`src/design/thread_pkg.sv`:
```
// ==========================================================================
// Thread count and thread id definitions shared by every scheduler file
// Reached by scoped names such as thread_pkg::NTHREADS
// ==========================================================================

package thread_pkg;

	// Number of hardware threads in the barrel
	localparam int NTHREADS = 8;

	// Width of a thread id, enough to name every thread
	localparam int TID_W = 3;

	typedef logic [TID_W-1:0] tid_t;

	// The priority encoder always scans a 12-bit word
	// The upper bits stay zero with eight threads
	localparam int FFO_W = 12;

	// Encoder result for a word with no bit set
	localparam logic [3:0] FFO_NONE = 4'd15;

endpackage

```
`src/design/issue_pkg.sv`:
```
// ==========================================================================
// Program counter and credit definitions for the issue path
// ==========================================================================

package issue_pkg;

	// Program counter width and type
	localparam int PC_W = 32;

	typedef logic [PC_W-1:0] pc_t;

	// Width of the credit counter, wide enough to hold the full grant
	localparam int CREDIT_W = 3;

	// Credits the downstream pipeline grants at reset
	localparam logic [CREDIT_W-1:0] CREDITS = 3'd4;

endpackage

```
`src/design/sched_if.sv`:
```
// ==========================================================================
// Scheduling signals between the thread table, selector and credit counter
// One instance lives in the top level, each block takes its own modport
// ==========================================================================
`timescale 1ns/100ps

interface sched_if;

	// Threads that are ready to issue, one bit per thread
	logic [thread_pkg::NTHREADS-1:0] ready;

	// At least one downstream credit is held
	logic credit_ok;

	// Combinational grant from the selector
	logic grant_valid;
	thread_pkg::tid_t grant_tid;

	// The thread table publishes readiness and consumes the grant
	modport thread_table (output ready, input grant_valid, input grant_tid);

	// The selector turns readiness and credit into a grant
	modport select (input ready, input credit_ok, output grant_valid, output grant_tid);

	// The credit counter spends a credit on every grant
	modport credit (output credit_ok, input grant_valid);

endinterface

```
`src/design/find_first_one.sv`:
```
// ==========================================================================
// Priority encoder for the thread selector
// Reports the lowest set bit of a 12-bit word or the none code
// ==========================================================================
`timescale 1ns/100ps

module find_first_one (
	input  logic [thread_pkg::FFO_W-1:0] i,
	output logic [3:0]                   o
);

	// Scan from bit 0 upward and keep the first hit only
	always_comb begin : scan
		logic found;
		found = 1'b0;
		o = thread_pkg::FFO_NONE;
		for (int k = 0; k < thread_pkg::FFO_W; k++) begin
			if (!found && i[k]) begin
				o = 4'(k);
				found = 1'b1;
			end
		end
	end

endmodule

```
`src/design/round_robin_select.sv`:
```
// ==========================================================================
// Round-robin thread selector with a combinational grant
// Priority rotates by one thread position after every grant
// ==========================================================================
`timescale 1ns/100ps

module round_robin_select (
	input  logic    rst,
	input  logic    clk,
	sched_if.select sif
);

	// Eligible threads after the credit check
	logic [thread_pkg::NTHREADS-1:0] elig;

	// Eligible mask shifted into a double-width word
	logic [2*thread_pkg::NTHREADS-1:0] shifted;

	// Eligible mask rotated left by amt
	logic [thread_pkg::NTHREADS-1:0] rotated;

	// Encoder result on the rotated mask
	logic [3:0] ffo_idx;

	// Rotation amount, counts grants modulo NTHREADS
	thread_pkg::tid_t amt;

	// ======================================================================
	// Rotation and encode
	// ======================================================================

	// Without a credit no thread is eligible, so nobody loses readiness
	always_comb
		elig = sif.ready & {thread_pkg::NTHREADS{sif.credit_ok}};

	// Bit t lands at position t+amt, the overflow half folds back to the bottom
	always_comb
		shifted = {{thread_pkg::NTHREADS{1'b0}}, elig} << amt;

	always_comb
		rotated = shifted[2*thread_pkg::NTHREADS-1:thread_pkg::NTHREADS]
			| shifted[thread_pkg::NTHREADS-1:0];

	find_first_one find_first_one_inst (
		.i({{(thread_pkg::FFO_W - thread_pkg::NTHREADS){1'b0}}, rotated}),
		.o(ffo_idx)
	);

	// The none code doubles as the valid test
	assign sif.grant_valid = (ffo_idx != thread_pkg::FFO_NONE);

	// Undo the rotation, the 3-bit subtract wraps modulo NTHREADS
	assign sif.grant_tid = ffo_idx[thread_pkg::TID_W-1:0] - amt;

	// ======================================================================
	// Rotation state
	// ======================================================================

	// Advance once per grant and hold while nothing is granted
	always_ff @(posedge clk, posedge rst) begin
		if (rst)
			amt <= '0;
		else if (sif.grant_valid) begin
			if (amt == thread_pkg::tid_t'(thread_pkg::NTHREADS - 1))
				amt <= '0;
			else
				amt <= amt + 1'b1;
		end
	end

	// The undone rotation must point back at a thread the table marked ready
	a_grant_is_ready: assert property (
		@(posedge clk) disable iff (rst)
		sif.grant_valid |-> sif.ready[sif.grant_tid]
	);

endmodule

```
`src/design/thread_state_table.sv`:
```
// ==========================================================================
// Per-thread ready flags and program counters with the registered issue port
// Wake and redirect make a thread ready, a grant issues it and puts it to sleep
// ==========================================================================
`timescale 1ns/100ps

module thread_state_table (
	input  logic                            rst,
	input  logic                            clk,
	input  logic [thread_pkg::NTHREADS-1:0] wake,
	input  logic                            redirect_valid,
	input  thread_pkg::tid_t                redirect_tid,
	input  issue_pkg::pc_t                  redirect_pc,
	output logic                            issue_valid,
	output thread_pkg::tid_t                issue_tid,
	output issue_pkg::pc_t                  issue_pc,
	sched_if.thread_table                   sif
);

	// Ready flag per thread
	logic [thread_pkg::NTHREADS-1:0] ready_q;

	// Next ready flags after grant, wake and redirect
	logic [thread_pkg::NTHREADS-1:0] ready_nxt;

	// Program counter per thread
	issue_pkg::pc_t pc_q [thread_pkg::NTHREADS];

	assign sif.ready = ready_q;

	// ======================================================================
	// Ready flags
	// ======================================================================

	// The grant clears first so a wake or redirect on the same edge wins
	always_comb begin
		ready_nxt = ready_q;
		if (sif.grant_valid)
			ready_nxt[sif.grant_tid] = 1'b0;
		ready_nxt = ready_nxt | wake;
		if (redirect_valid)
			ready_nxt[redirect_tid] = 1'b1;
	end

	always_ff @(posedge clk, posedge rst) begin
		if (rst)
			ready_q <= '0;
		else
			ready_q <= ready_nxt;
	end

	// ======================================================================
	// Program counters
	// ======================================================================

	// A redirect overrides the post-issue increment on the same thread
	always_ff @(posedge clk, posedge rst) begin
		if (rst) begin
			for (int t = 0; t < thread_pkg::NTHREADS; t++)
				pc_q[t] <= '0;
		end
		else begin
			for (int t = 0; t < thread_pkg::NTHREADS; t++) begin
				if (redirect_valid && redirect_tid == thread_pkg::tid_t'(t))
					pc_q[t] <= redirect_pc;
				else if (sif.grant_valid && sif.grant_tid == thread_pkg::tid_t'(t))
					pc_q[t] <= pc_q[t] + issue_pkg::pc_t'(4);
			end
		end
	end

	// ======================================================================
	// Issue port
	// ======================================================================

	// One-cycle pulse per grant
	always_ff @(posedge clk, posedge rst) begin
		if (rst)
			issue_valid <= 1'b0;
		else
			issue_valid <= sif.grant_valid;
	end

	// Payload carries the PC as it stood before the increment
	always_ff @(posedge clk) begin
		if (sif.grant_valid) begin
			issue_tid <= sif.grant_tid;
			issue_pc <= pc_q[sif.grant_tid];
		end
	end

	// The selector may only grant out of a non-empty ready mask
	a_no_grant_idle: assert property (
		@(posedge clk) disable iff (rst)
		sif.grant_valid |-> (|ready_q)
	);

endmodule

```
`src/design/issue_credit_counter.sv`:
```
// ==========================================================================
// Credit counter for the downstream pipeline
// Spends one credit per grant and recovers one per credit_return pulse
// ==========================================================================
`timescale 1ns/100ps

module issue_credit_counter (
	input  logic    rst,
	input  logic    clk,
	input  logic    credit_return,
	sched_if.credit sif
);

	// Credits currently held
	logic [issue_pkg::CREDIT_W-1:0] count;

	// A grant and a return in the same cycle cancel out
	always_ff @(posedge clk, posedge rst) begin
		if (rst)
			count <= issue_pkg::CREDITS;
		else begin
			case ({sif.grant_valid, credit_return})
				2'b10: count <= count - 1'b1;
				2'b01: count <= count + 1'b1;
				default: count <= count;
			endcase
		end
	end

	// Straight from the register, so a returned credit is usable next cycle
	assign sif.credit_ok = (count != '0);

	// ======================================================================
	// Checks
	// ======================================================================

	// Returns may never outnumber the issues still outstanding
	a_count_max: assert property (
		@(posedge clk) disable iff (rst)
		count <= issue_pkg::CREDITS
	);

	// An empty counter must hold the selector off
	a_no_grant_empty: assert property (
		@(posedge clk) disable iff (rst)
		(count == '0) |-> !sif.grant_valid
	);

endmodule

```
`src/design/thread_issue_top.sv`:
```
// ==========================================================================
// Thread issue scheduler top level with plain ports
// Joins the thread table, round-robin selector and credit counter
// ==========================================================================
`timescale 1ns/100ps

module thread_issue_top (
	input  logic                            clk,
	input  logic                            rst,
	input  logic [thread_pkg::NTHREADS-1:0] wake,
	input  logic                            redirect_valid,
	input  thread_pkg::tid_t                redirect_tid,
	input  issue_pkg::pc_t                  redirect_pc,
	input  logic                            credit_return,
	output logic                            issue_valid,
	output thread_pkg::tid_t                issue_tid,
	output issue_pkg::pc_t                  issue_pc
);

	// Shared scheduling signals
	sched_if sched ();

	// Picks one ready thread per cycle while credits remain
	round_robin_select round_robin_select_inst (
		.rst(rst),
		.clk(clk),
		.sif(sched.select)
	);

	// Holds thread state and drives the issue port
	thread_state_table thread_state_table_inst (
		.rst(rst),
		.clk(clk),
		.wake(wake),
		.redirect_valid(redirect_valid),
		.redirect_tid(redirect_tid),
		.redirect_pc(redirect_pc),
		.issue_valid(issue_valid),
		.issue_tid(issue_tid),
		.issue_pc(issue_pc),
		.sif(sched.thread_table)
	);

	// Tracks credits granted by the pipeline
	issue_credit_counter issue_credit_counter_inst (
		.rst(rst),
		.clk(clk),
		.credit_return(credit_return),
		.sif(sched.credit)
	);

endmodule

```
`config.mk`:
```
export PLATFORM = sky130hd
export DESIGN_NAME = thread_issue_top
export DESIGN_NICKNAME = d
export VERILOG_FILES = /design/src/design/thread_pkg.sv /design/src/design/issue_pkg.sv /design/src/design/sched_if.sv /design/src/design/find_first_one.sv /design/src/design/round_robin_select.sv /design/src/design/thread_state_table.sv /design/src/design/issue_credit_counter.sv /design/src/design/thread_issue_top.sv
export SDC_FILE = /design/constraint.sdc
export NUM_CORES = 1
export LEC_CHECK = 0
export ABC_AREA = 1
export BUFFER_PORTS_ARGS = -buffer_cell sky130_fd_sc_hd__buf_4
export CORE_MARGIN = 10
export CORE_UTILIZATION = 59
export CTS_BUF_LIST = sky130_fd_sc_hd__clkbuf_4
export CTS_CLUSTER_SIZE = 10
export DETAILED_ROUTE_END_ITERATION = 8
export GPL_ROUTABILITY_DRIVEN = 1
export PLACE_DENSITY_LB_ADDON = 0.05
export SLEW_MARGIN = 15
export SYNTH_ARGS = -nofsm -noshare
export SYNTH_HDL_FRONTEND = slang
export SYNTH_SLANG_ARGS = --single-unit
export TNS_END_PERCENT = 5
```
`constraint.sdc`:
```
create_clock -name clk -period 7.5 [get_ports clk]
set_clock_uncertainty 0.15 [all_clocks]
set_input_delay 0.375 -clock clk [delete_from_list [all_inputs] [get_ports clk]]
set_output_delay 0.375 -clock clk [all_outputs]
set_load 0.01 [all_outputs]
```
==> results of run 1 <==
## registers in the layout, summed over array words and instances (netlist names)
signal,count
thread_state_table_inst.pc_q,256
thread_state_table_inst.issue_pc,32
thread_state_table_inst.sif.ready,8
issue_credit_counter_inst.count,3
round_robin_select_inst.amt,3
thread_state_table_inst.issue_tid,3
thread_state_table_inst.issue_valid,1
## power groups by stage
stage	clock (mW)	combinational (mW)	sequential, mW
2_1_floorplan	0	3.06	2.88
3_3_place_gp	0	4.30	3.12
3_5_place_dp	0	4.41	3.14
4_1_cts	1.68	4.44	3.12
5_1_grt	1.78	5.00	3.23
6_report	1.69	4.65	3.17
## final cells by class
cell class / count / area [um2] / share of cell area
inverters: 264 / 996 / 0.0412
repair buffers: 130 / 1050 / 0.0433
diodes: 8 / 20.0 / 0.000829
clock buffers: 116 / 871 / 0.0360
well taps: 468 / 586 / 0.0242
flip-flops and latches: 306 / 7830 / 0.324
clock inverters: 43 / 283 / 0.0117
multi-input cells: 2599 / 12500 / 0.518
## layer usage
metal,part of all wire,vias up,track usage
met2,0.41,1804,0.539
met4,0.058,4,0.192
met5,0.00033,-,0
met1,0.38,11500,0.511
li1,-,11200,-
met3,0.15,312,0.121
## layout by cell type (no fill, tap or decap), types with 6 or more instances in the layout
cell                            instances
sky130_fd_sc_hd__o221ai_1               7
sky130_fd_sc_hd__nand4_1               66
sky130_fd_sc_hd__nor2_1               210
sky130_fd_sc_hd__nor3_1                71
sky130_fd_sc_hd__nand2_2               11
sky130_fd_sc_hd__inv_2                  8
sky130_fd_sc_hd__nand3b_1               8
sky130_fd_sc_hd__xor2_1               102
sky130_fd_sc_hd__clkbuf_4             116
sky130_fd_sc_hd__diode_2                8
sky130_fd_sc_hd__inv_1                253
sky130_fd_sc_hd__a22oi_1               30
sky130_fd_sc_hd__a211oi_1               8
sky130_fd_sc_hd__xnor2_1               38
sky130_fd_sc_hd__mux2i_1                6
sky130_fd_sc_hd__dfrtp_1              270
sky130_fd_sc_hd__buf_4                106
sky130_fd_sc_hd__edfxtp_1              35
sky130_fd_sc_hd__a22o_1                 6
sky130_fd_sc_hd__o22ai_1               21
sky130_fd_sc_hd__clkinv_2              11
sky130_fd_sc_hd__a21oi_1               15
sky130_fd_sc_hd__o21ai_0              373
sky130_fd_sc_hd__or2_2                  6
sky130_fd_sc_hd__ha_1                  11
sky130_fd_sc_hd__clkinv_1              29
sky130_fd_sc_hd__o211ai_1              14
sky130_fd_sc_hd__nand3_1              389
sky130_fd_sc_hd__nor4_1                50
sky130_fd_sc_hd__dlygate4sd3_1         23
sky130_fd_sc_hd__nand2_1             1124
## stage by stage
stage / area, um2 / hold slack (ns) / setup WS [ns] / total power [mW] / instances
2_1_floorplan: 22100 / 0.298 / 3.39 / 5.94 / 3348
3_3_place_gp: 22800 / 0.311 / 2.00 / 7.42 / 3744
3_5_place_dp: 22800 / 0.322 / 1.75 / 7.55 / 3744
4_1_cts: 24100 / 0.00479 / 1.73 / 9.24 / 3926
5_1_grt: 24100 / 0.106 / 1.12 / 10.0 / 3930
6_report: 24200 / 0.0678 / 1.45 / 9.51 / 3934
## timing repair
| item | in CTS | in global routing |
|---|---|---|
| buffers inserted | 0 | 0 |
| hold buffers | 23 | 0 |
| hold endpoints to repair | 180 | 0 |
## synth_stat cells, types with 7 or more instances
cell,number
sky130_fd_sc_hd__nand2_1,1128
sky130_fd_sc_hd__nand3_1,389
sky130_fd_sc_hd__o21ai_0,373
sky130_fd_sc_hd__dfrtp_1,270
sky130_fd_sc_hd__inv_1,258
sky130_fd_sc_hd__nor2_1,211
sky130_fd_sc_hd__clkbuf_1,113
sky130_fd_sc_hd__xor2_1,102
sky130_fd_sc_hd__nor3_1,71
sky130_fd_sc_hd__nand4_1,66
sky130_fd_sc_hd__nor4_1,50
sky130_fd_sc_hd__buf_2,43
sky130_fd_sc_hd__xnor2_1,38
sky130_fd_sc_hd__edfxtp_1,35
sky130_fd_sc_hd__a22oi_1,30
sky130_fd_sc_hd__o22ai_1,21
sky130_fd_sc_hd__a21oi_1,15
sky130_fd_sc_hd__buf_4,14
sky130_fd_sc_hd__o211ai_1,14
sky130_fd_sc_hd__ha_1,12
sky130_fd_sc_hd__a211oi_1,8
sky130_fd_sc_hd__nand3b_1,8
sky130_fd_sc_hd__nand2_2,7
sky130_fd_sc_hd__o221ai_1,7
## worst max-delay path: cells and delay by family, from the launching register on
family	cells	cell delay, ns
XOR/XNOR	1	0.16
buffers and inverters	1	0.19
AND/OR/NAND/NOR	14	3.94
AO/OA/AOI/OAI	2	0.42
adder cells (fa/ha/maj)	2	0.37
flip-flops	1	0.67
## worst max-delay path by stage
stage                                         startpoint                            endpoint  slack (ns)  cells past startpoint
after floorplan                                      rst  issue_credit_counter_inst.count[0]        3.39                      1
after global placement    round_robin_select_inst.amt[0]    thread_state_table_inst.pc_q[90]        2.00                     20
after detailed placement  round_robin_select_inst.amt[0]    thread_state_table_inst.pc_q[75]        1.75                     20
after CTS                 round_robin_select_inst.amt[0]    thread_state_table_inst.pc_q[81]        1.73                     20
after global routing      round_robin_select_inst.amt[0]    thread_state_table_inst.pc_q[82]        1.12                     20
final                     round_robin_select_inst.amt[0]    thread_state_table_inst.pc_q[71]        1.45                     20
## kinds of logic (layout without fill, tap and decap cells)
| group | count (synthesis) | after routing | share of synthesized area |
|---|---|---|---|
| AOI/OAI and AO/OA | 487 | 487 | 0.120 |
| DFF | 306 | 306 | 0.354 |
| muxes | 7 | 7 | 0.00323 |
| buffers and inverters | 443 | 553 | 0.0808 |
| other | 0 | 8 | 0 |
| adders and majority gates | 14 | 14 | 0.00861 |
| and+or+nand+nor | 1951 | 1951 | 0.377 |
| xor gates and xnor gates | 140 | 140 | 0.0555 |
==> results.rst, run 1 <==
.. list-table::
   :header-rows: 1

   * - Metric
     - Value
   * - Outcome
     - finished, final reports clean
   * - Worst Hold Depth
     - 4
   * - Sort of element at the end of the critical path
     - flip-flop
   * - Residual overflow from global routing
     - 0
   * - Top-area cell type share of the netlist area
     - 0.306
   * - Net count after synthesis
     - 3409
   * - Final critical path time including I/O delays and setup
     - 6.05 ns
   * - Vias in the first global route
     - 21900
   * - Pleak
     - 11.5 nW
   * - Buffer depth of the longest clock path
     - 3
   * - Area of the core
     - 36800 um2
   * - Max cap viols
     - 0
   * - Most Frequent Cell on Critical Path
     - sky130_fd_sc_hd__nand2_1
   * - Synth unique cells
     - 47
   * - Cells resized by post-CTS repair
     - 0
   * - Number of H-tree levels
     - 3
   * - Root buffer selected by CTS
     - sky130_fd_sc_hd__clkbuf_4
   * - Portion of total power attributed to sequential cells
     - 0.334
   * - Gr usage total
     - 0.380
   * - Unrepaired setup endpoints after global routing
     - false
   * - Peak fanout along the critical path
     - 32
   * - Mapped Cells
     - 3348
   * - Endpoint of the worst hold-timing path
     - thread_state_table_inst.pc_q[32]
   * - GP Congestion
     - 1.07
   * - Via count of the routed design
     - 24800
   * - Net Switching
     - 4.95 mW
   * - Proportion of total power due to net switching
     - 0.521
   * - Vias per cell
     - 6.30
   * - Setup TNS
     - 0 ns
   * - Crit path cell chain
     - inv_2 -> nand3_1 -> nand3_1 -> nand2_1 -> nand2_1 -> nand2_1 -> nand2_2 -> nor3_4 -> nand2_1 -> o21ai_0 -> ha_4 -> fa_2 -> xnor2_1 -> o21ai_1 -> nand2_2 -> nor2_1 -> nand2_1 -> nand2_1 -> nand2_1 -> nand2_1
   * - Slew at the pin closest to its max-slew limit
     - 1.22 ns
   * - Startpoint of the most critical hold path
     - redirect_tid[2]
   * - Maximum number of pins on one net before global-route repair
     - 136
   * - EDFF count, synth
     - 35
   * - Post-detailed-placement half-perimeter wirelength
     - 60300 um
   * - Worst R2R Start
     - round_robin_select_inst.amt[0]
   * - Slowest cell on the critical path
     - sky130_fd_sc_hd__nand2_1
   * - Ratio of total power to cell area
     - 394 nW/um2
   * - Buffers on Ports
     - 82
   * - Post-detailed-route DRC marker count
     - 0
   * - Internal Pwr Total
     - 4.56 mW
   * - Clock sink total
     - 306
   * - Cell type with the highest aggregate area in the netlist
     - sky130_fd_sc_hd__dfrtp_1
   * - Number of synthesized register bits
     - 306
   * - Portion of total power attributed to combinational logic
     - 0.489
   * - Die height
     - 214 um
   * - Area added between synthesis and finish
     - 9.31%
   * - Worst Path Arrival
     - 6.62 ns
   * - DRT Pass-1 Iters
     - 6
   * - Reg clk slew, reported paths
     - 0.07 ns
   * - Routed WL
     - 88000 um
   * - Floorplan die width
     - 214 um
   * - Fraction of the core area covered by cells at the end of the flow
     - 0.657
   * - Ratio of cells with drive above 1 in the final layout
     - 0.0816
   * - Total count of hold-check failures in the final report
     - 0
   * - Cell area after synthesis
     - 22100 um2
   * - Fillcell total
     - 3364
   * - 1st-iter DRT viols
     - 4075
   * - Async SR Flop Fraction
     - 0.886
   * - Category of the critical setup timing path
     - reg2reg
   * - Die area
     - 45600 um2
   * - Number of cells on the worst reg-to-reg path
     - 20
   * - Highest Clock Rate
     - 165 MHz
   * - Post-route clock period utilization
     - 0.806
   * - Top cells by area, synth
     - sky130_fd_sc_hd__dfrtp_1 31%, sky130_fd_sc_hd__nand2_1 19%, sky130_fd_sc_hd__nand3_1 8.8%
   * - Required @ worst endpoint
     - 8.07 ns
   * - RR Endpoint
     - thread_state_table_inst.pc_q[71]
   * - Max-slew headroom
     - 0.185
   * - Total Nets Final
     - 3449
   * - Initial cell density of the core
     - 0.601
   * - Part of the power in the clock network
     - 0.177
   * - Clock latency on the worst-skew pair
     - 0.85 ns
   * - Antenna violations before repair
     - 12
   * - TritonCTS clock tree
     - built
   * - Global-route wire length before repair
     - 131000 um
   * - Syn Area/Cell
     - 6.60 um2
   * - Final setup fails
     - 0
   * - Delay of the slowest critical-path stage
     - 1.09 ns
   * - Startpoint kind of the worst setup timing path
     - flip-flop
   * - Row count
     - 70
   * - Num ports
     - 83
   * - Worst reg2reg setup slack
     - 1.45 ns
   * - Ys flop type
     - sky130_fd_sc_hd__dfrtp_1
   * - CTS Buf Count
     - 87
   * - Register area share after synthesis
     - 0.354
   * - Max-slew violation count
     - 0
   * - Number of warnings reported in the yosys synthesis log
     - 0
   * - Antenna-violating nets left
     - 0
   * - Maximum VDD drop
     - 0.246 mV
   * - Hold Path Class
     - in2reg
   * - Wire length per cell
     - 22.4 um
Power figures use the tool's default switching activity.
==> inputs of run 2 (changes only) <==
ABC_AREA = 0   (was 1)
clock period = 5.5 ns   (was 7.5 ns; I/O delays follow)
==> run 2 against run 1 <==
Fmax is 15% higher. Via count is 9.6% lower. Critical path depth is 3 lower. Sequential power is 31% higher. Register-to-register slack worse by 1.2 ns. Sequential share of layout area is 1.2 points higher. Combinational power is 120% higher. Critical endpoint is now thread_state_table_inst.issue_pc[15]. Largest cell class unchanged.
==> results.rst, run 2 <==
.. list-table::
   :header-rows: 1

   * - Metric
     - Value
   * - Antenna violations before repair
     - 3
   * - Maximum number of pins on one net before global-route repair
     - 142
   * - Post-route setup slack
     - 0.243 ns
   * - Sort of element at the end of the critical path
     - flip-flop
   * - Post-route clock period utilization
     - 0.956
   * - Crit path cell chain
     - buf_4 -> mux2i_2 -> a21oi_1 -> mux4_2 -> nor2_1 -> o21ai_0 -> o2bb2ai_1 -> o21ai_0 -> ha_2 -> fa_2 -> xor2_1 -> buf_4 -> a21oi_2 -> nor3_1 -> a2111oi_0 -> buf_4 -> o221ai_1
   * - DRT Pass-1 Iters
     - 6
   * - Total Nets Final
     - 2601
   * - Delay of the slowest critical-path stage
     - 0.81 ns
   * - Worst R2R Start
     - round_robin_select_inst.amt[0]
   * - Max-slew violation count
     - 0
   * - Number of synthesized register bits
     - 306
   * - Clock latency on the worst-skew pair
     - 0.83 ns
   * - Net count after synthesis
     - 2467
   * - Synth unique cells
     - 73
   * - Syn Area/Cell
     - 8.35 um2
   * - Wire length on met2
     - 36900 um
   * - Dpl cells
     - 2851
   * - Reg clk slew, reported paths
     - 0.07 ns
   * - Timing startpoint of the critical path
     - round_robin_select_inst.amt[0]
   * - Root buffer selected by CTS
     - sky130_fd_sc_hd__clkbuf_4
   * - Floorplan die width
     - 205 um
   * - Register area share after synthesis
     - 0.390
   * - Slew at the pin closest to its max-slew limit
     - 1.20 ns
   * - Max-slew headroom
     - 0.201
   * - Number of warnings reported in the yosys synthesis log
     - 0
   * - Sum of routed wire segments on met1
     - 31900 um
   * - Buffer depth of the longest clock path
     - 3
   * - Final critical path time including I/O delays and setup
     - 5.26 ns
   * - Setup TNS
     - 0 ns
   * - Max layer used
     - met4
   * - Total count of hold-check failures in the final report
     - 0
   * - Ys flop type
     - sky130_fd_sc_hd__dfrtp_1
   * - Commonest cells after routing, fill and taps aside
     - 269 x sky130_fd_sc_hd__dfrtp_1, 263 x sky130_fd_sc_hd__nand2_1, 224 x sky130_fd_sc_hd__nor2_1, 190 x sky130_fd_sc_hd__buf_4, 166 x sky130_fd_sc_hd__nand3_1
   * - Global-route wire length before repair
     - 131000 um
   * - Gr usage total
     - 0.415
   * - Row count
     - 67
   * - Num ports
     - 83
   * - Startpoint kind of the worst setup timing path
     - flip-flop
   * - Most common cell after layout, fill and taps aside
     - sky130_fd_sc_hd__dfrtp_1
   * - TritonCTS clock tree
     - built
   * - Initial cell density of the core
     - 0.599
   * - GP Congestion
     - 1.03
   * - Die height
     - 205 um
   * - Unrepaired setup endpoints after global routing
     - false
   * - Kind of cell with the highest combined delay on the critical path
     - compound AO/OA/AOI/OAI gates
   * - Commonest cells in the synthesized netlist
     - 270 x sky130_fd_sc_hd__dfrtp_1, 264 x sky130_fd_sc_hd__nand2_1, 231 x sky130_fd_sc_hd__nor2_1
   * - Peak fanout along the critical path
     - 11
   * - Top-area cell type share of the netlist area
     - 0.336
   * - Async SR Flop Fraction
     - 0.886
   * - Die area
     - 41800 um2
   * - Post-detailed-route DRC marker count
     - 0
   * - Residual overflow from global routing
     - 0
   * - Post-detailed-placement half-perimeter wirelength
     - 61500 um
   * - Max cap viols
     - 0
   * - Number of H-tree levels
     - 3
   * - Worst Path Arrival
     - 5.66 ns
   * - Ratio of total power to cell area
     - 719 nW/um2
   * - Category of the critical setup timing path
     - reg2reg
   * - Buffers on Ports
     - 82
   * - Wire length per cell
     - 28.9 um
   * - Leading cell type by number of instances after synthesis
     - sky130_fd_sc_hd__dfrtp_1
   * - Slowest cell on the critical path
     - sky130_fd_sc_hd__nor3_1
   * - Pre-CTS setup slack
     - 0.176 ns
   * - 1st-iter DRT viols
     - 3624
   * - Flip-flop count of the largest register after layout
     - 256
   * - Met3 Wirelength
     - 12300 um
   * - EDFF count, synth
     - 35
   * - Via count of the routed design
     - 22400
   * - Top cells by area, synth
     - sky130_fd_sc_hd__dfrtp_1 34%, sky130_fd_sc_hd__edfxtp_1 5.2%, sky130_fd_sc_hd__nand2_1 4.9%
   * - Highest Clock Rate
     - 190 MHz
   * - Power consumption
     - 16.8 mW
   * - Mapped Cells
     - 2406
   * - Pleak
     - 9.20 nW
   * - Post-layout instance count excluding filler cells
     - 3061
   * - Buffers plus inverters on the worst setup path
     - 3
   * - Final setup fails
     - 0
   * - Area of the core
     - 33500 um2
   * - Clock sink total
     - 306
   * - Routed WL
     - 88500 um
   * - Cell type with the highest aggregate area in the netlist
     - sky130_fd_sc_hd__dfrtp_1
   * - Post CTS Setup Buffer Count
     - 0
   * - Worst Hold Slack
     - 0.0536 ns
   * - Most Frequent Cell on Critical Path
     - sky130_fd_sc_hd__buf_4
   * - Hold Path Class
     - in2reg
   * - Area added between synthesis and finish
     - 16.2%
   * - Cell area after synthesis
     - 20100 um2
   * - Vias per cell
     - 7.32
   * - Outcome
     - finished, final reports clean
   * - Biggest register
     - thread_state_table_inst.pc_q
   * - Vias in the first global route
     - 20700
   * - Startpoint of the most critical hold path
     - wake[1]
   * - Ratio of cells with drive above 1 in the final layout
     - 0.169
   * - Required @ worst endpoint
     - 5.90 ns
   * - Antenna-violating nets left
     - 0
   * - Maximum VDD drop
     - 0.573 mV
   * - CTS Buf Count
     - 85
==> run 2: changes by cell type after synthesis, moves of 81 or more <==
cell	before	now
sky130_fd_sc_hd__and3_1	2	120
sky130_fd_sc_hd__nand3_1	389	171
sky130_fd_sc_hd__inv_1	258	51
sky130_fd_sc_hd__o21ai_0	373	125
sky130_fd_sc_hd__xor2_1	102	4
sky130_fd_sc_hd__or4_1	0	81
sky130_fd_sc_hd__nand2_1	1128	264
sky130_fd_sc_hd__a31oi_1	4	155
==> run 2: report_power, final <==
part	switching (mW)	internal, mW
clock network	1.09	1.16
logic	6.78	3.59
registers	0.953	3.19
==> run 2: per-layer routing <==
metal  up-vias  global-route usage
met1     10600               0.529
met5         -                   0
met4         0               0.295
met3       479               0.126
met2      1942               0.591
li1       9407                   -
==> run 2: worst paths after layout <==
path | end | slack, ns | cells after the start
hold reg to reg | thread_state_table_inst.pc_q[1] | 0.33 | 2
min in group asynchronous | issue_credit_counter_inst.count[0] | 0.39 | 4
setup reg to reg | thread_state_table_inst.issue_pc[15] | 0.24 | 17
setup / recovery | thread_state_table_inst.issue_pc[15] | 0.24 | 17
hold / removal | thread_state_table_inst.sif.ready[1] | 0.05 | 3
max in group asynchronous | thread_state_table_inst.pc_q[218] | 3.69 | 5
==> run 2: layout make-up <==
class	count	area [um2]
multi-input combinational	1839	11400
antenna	4	10.0
tap	448	561
fill	2704	10200
clock inverter	27	159
clock buffer	129	968
inverter	53	203
timing repair buffer	255	2230
sequential	306	7840
==> run 2: worst min-delay path, stage by stage <==
cell,delay (ns)
sky130_fd_sc_hd__dlygate4sd3_1,0.53
sky130_fd_sc_hd__buf_4,0.10
sky130_fd_sc_hd__a211o_1,0.09
==> run 2: logic make-up after synthesis <==
kind of cell,Yosys count,share of synthesized area
adders and majority gates,14,0.00947
xor gates and xnor gates,30,0.0131
DFF,306,0.390
AOI/OAI and AO/OA,590,0.197
and+or+nand+nor,1148,0.295
muxes,56,0.0434
buffers and inverters,262,0.0516
==> run 2: timing repair <==
action | CTS | global route
endpoints found under the hold margin | 538 | 0
endpoints found under the setup margin | 0 | 141
resized for setup | 0 | 6
hold buffers | 49 | 0
==> run 2: per-stage QoR <==
stage	utilization	instance area [um2]
6_report	0.696	23300
5_1_grt	0.696	23300
4_1_cts	0.695	23300
3_5_place_dp	0.646	21700
3_3_place_gp	0.646	21700
2_1_floorplan	-	20100
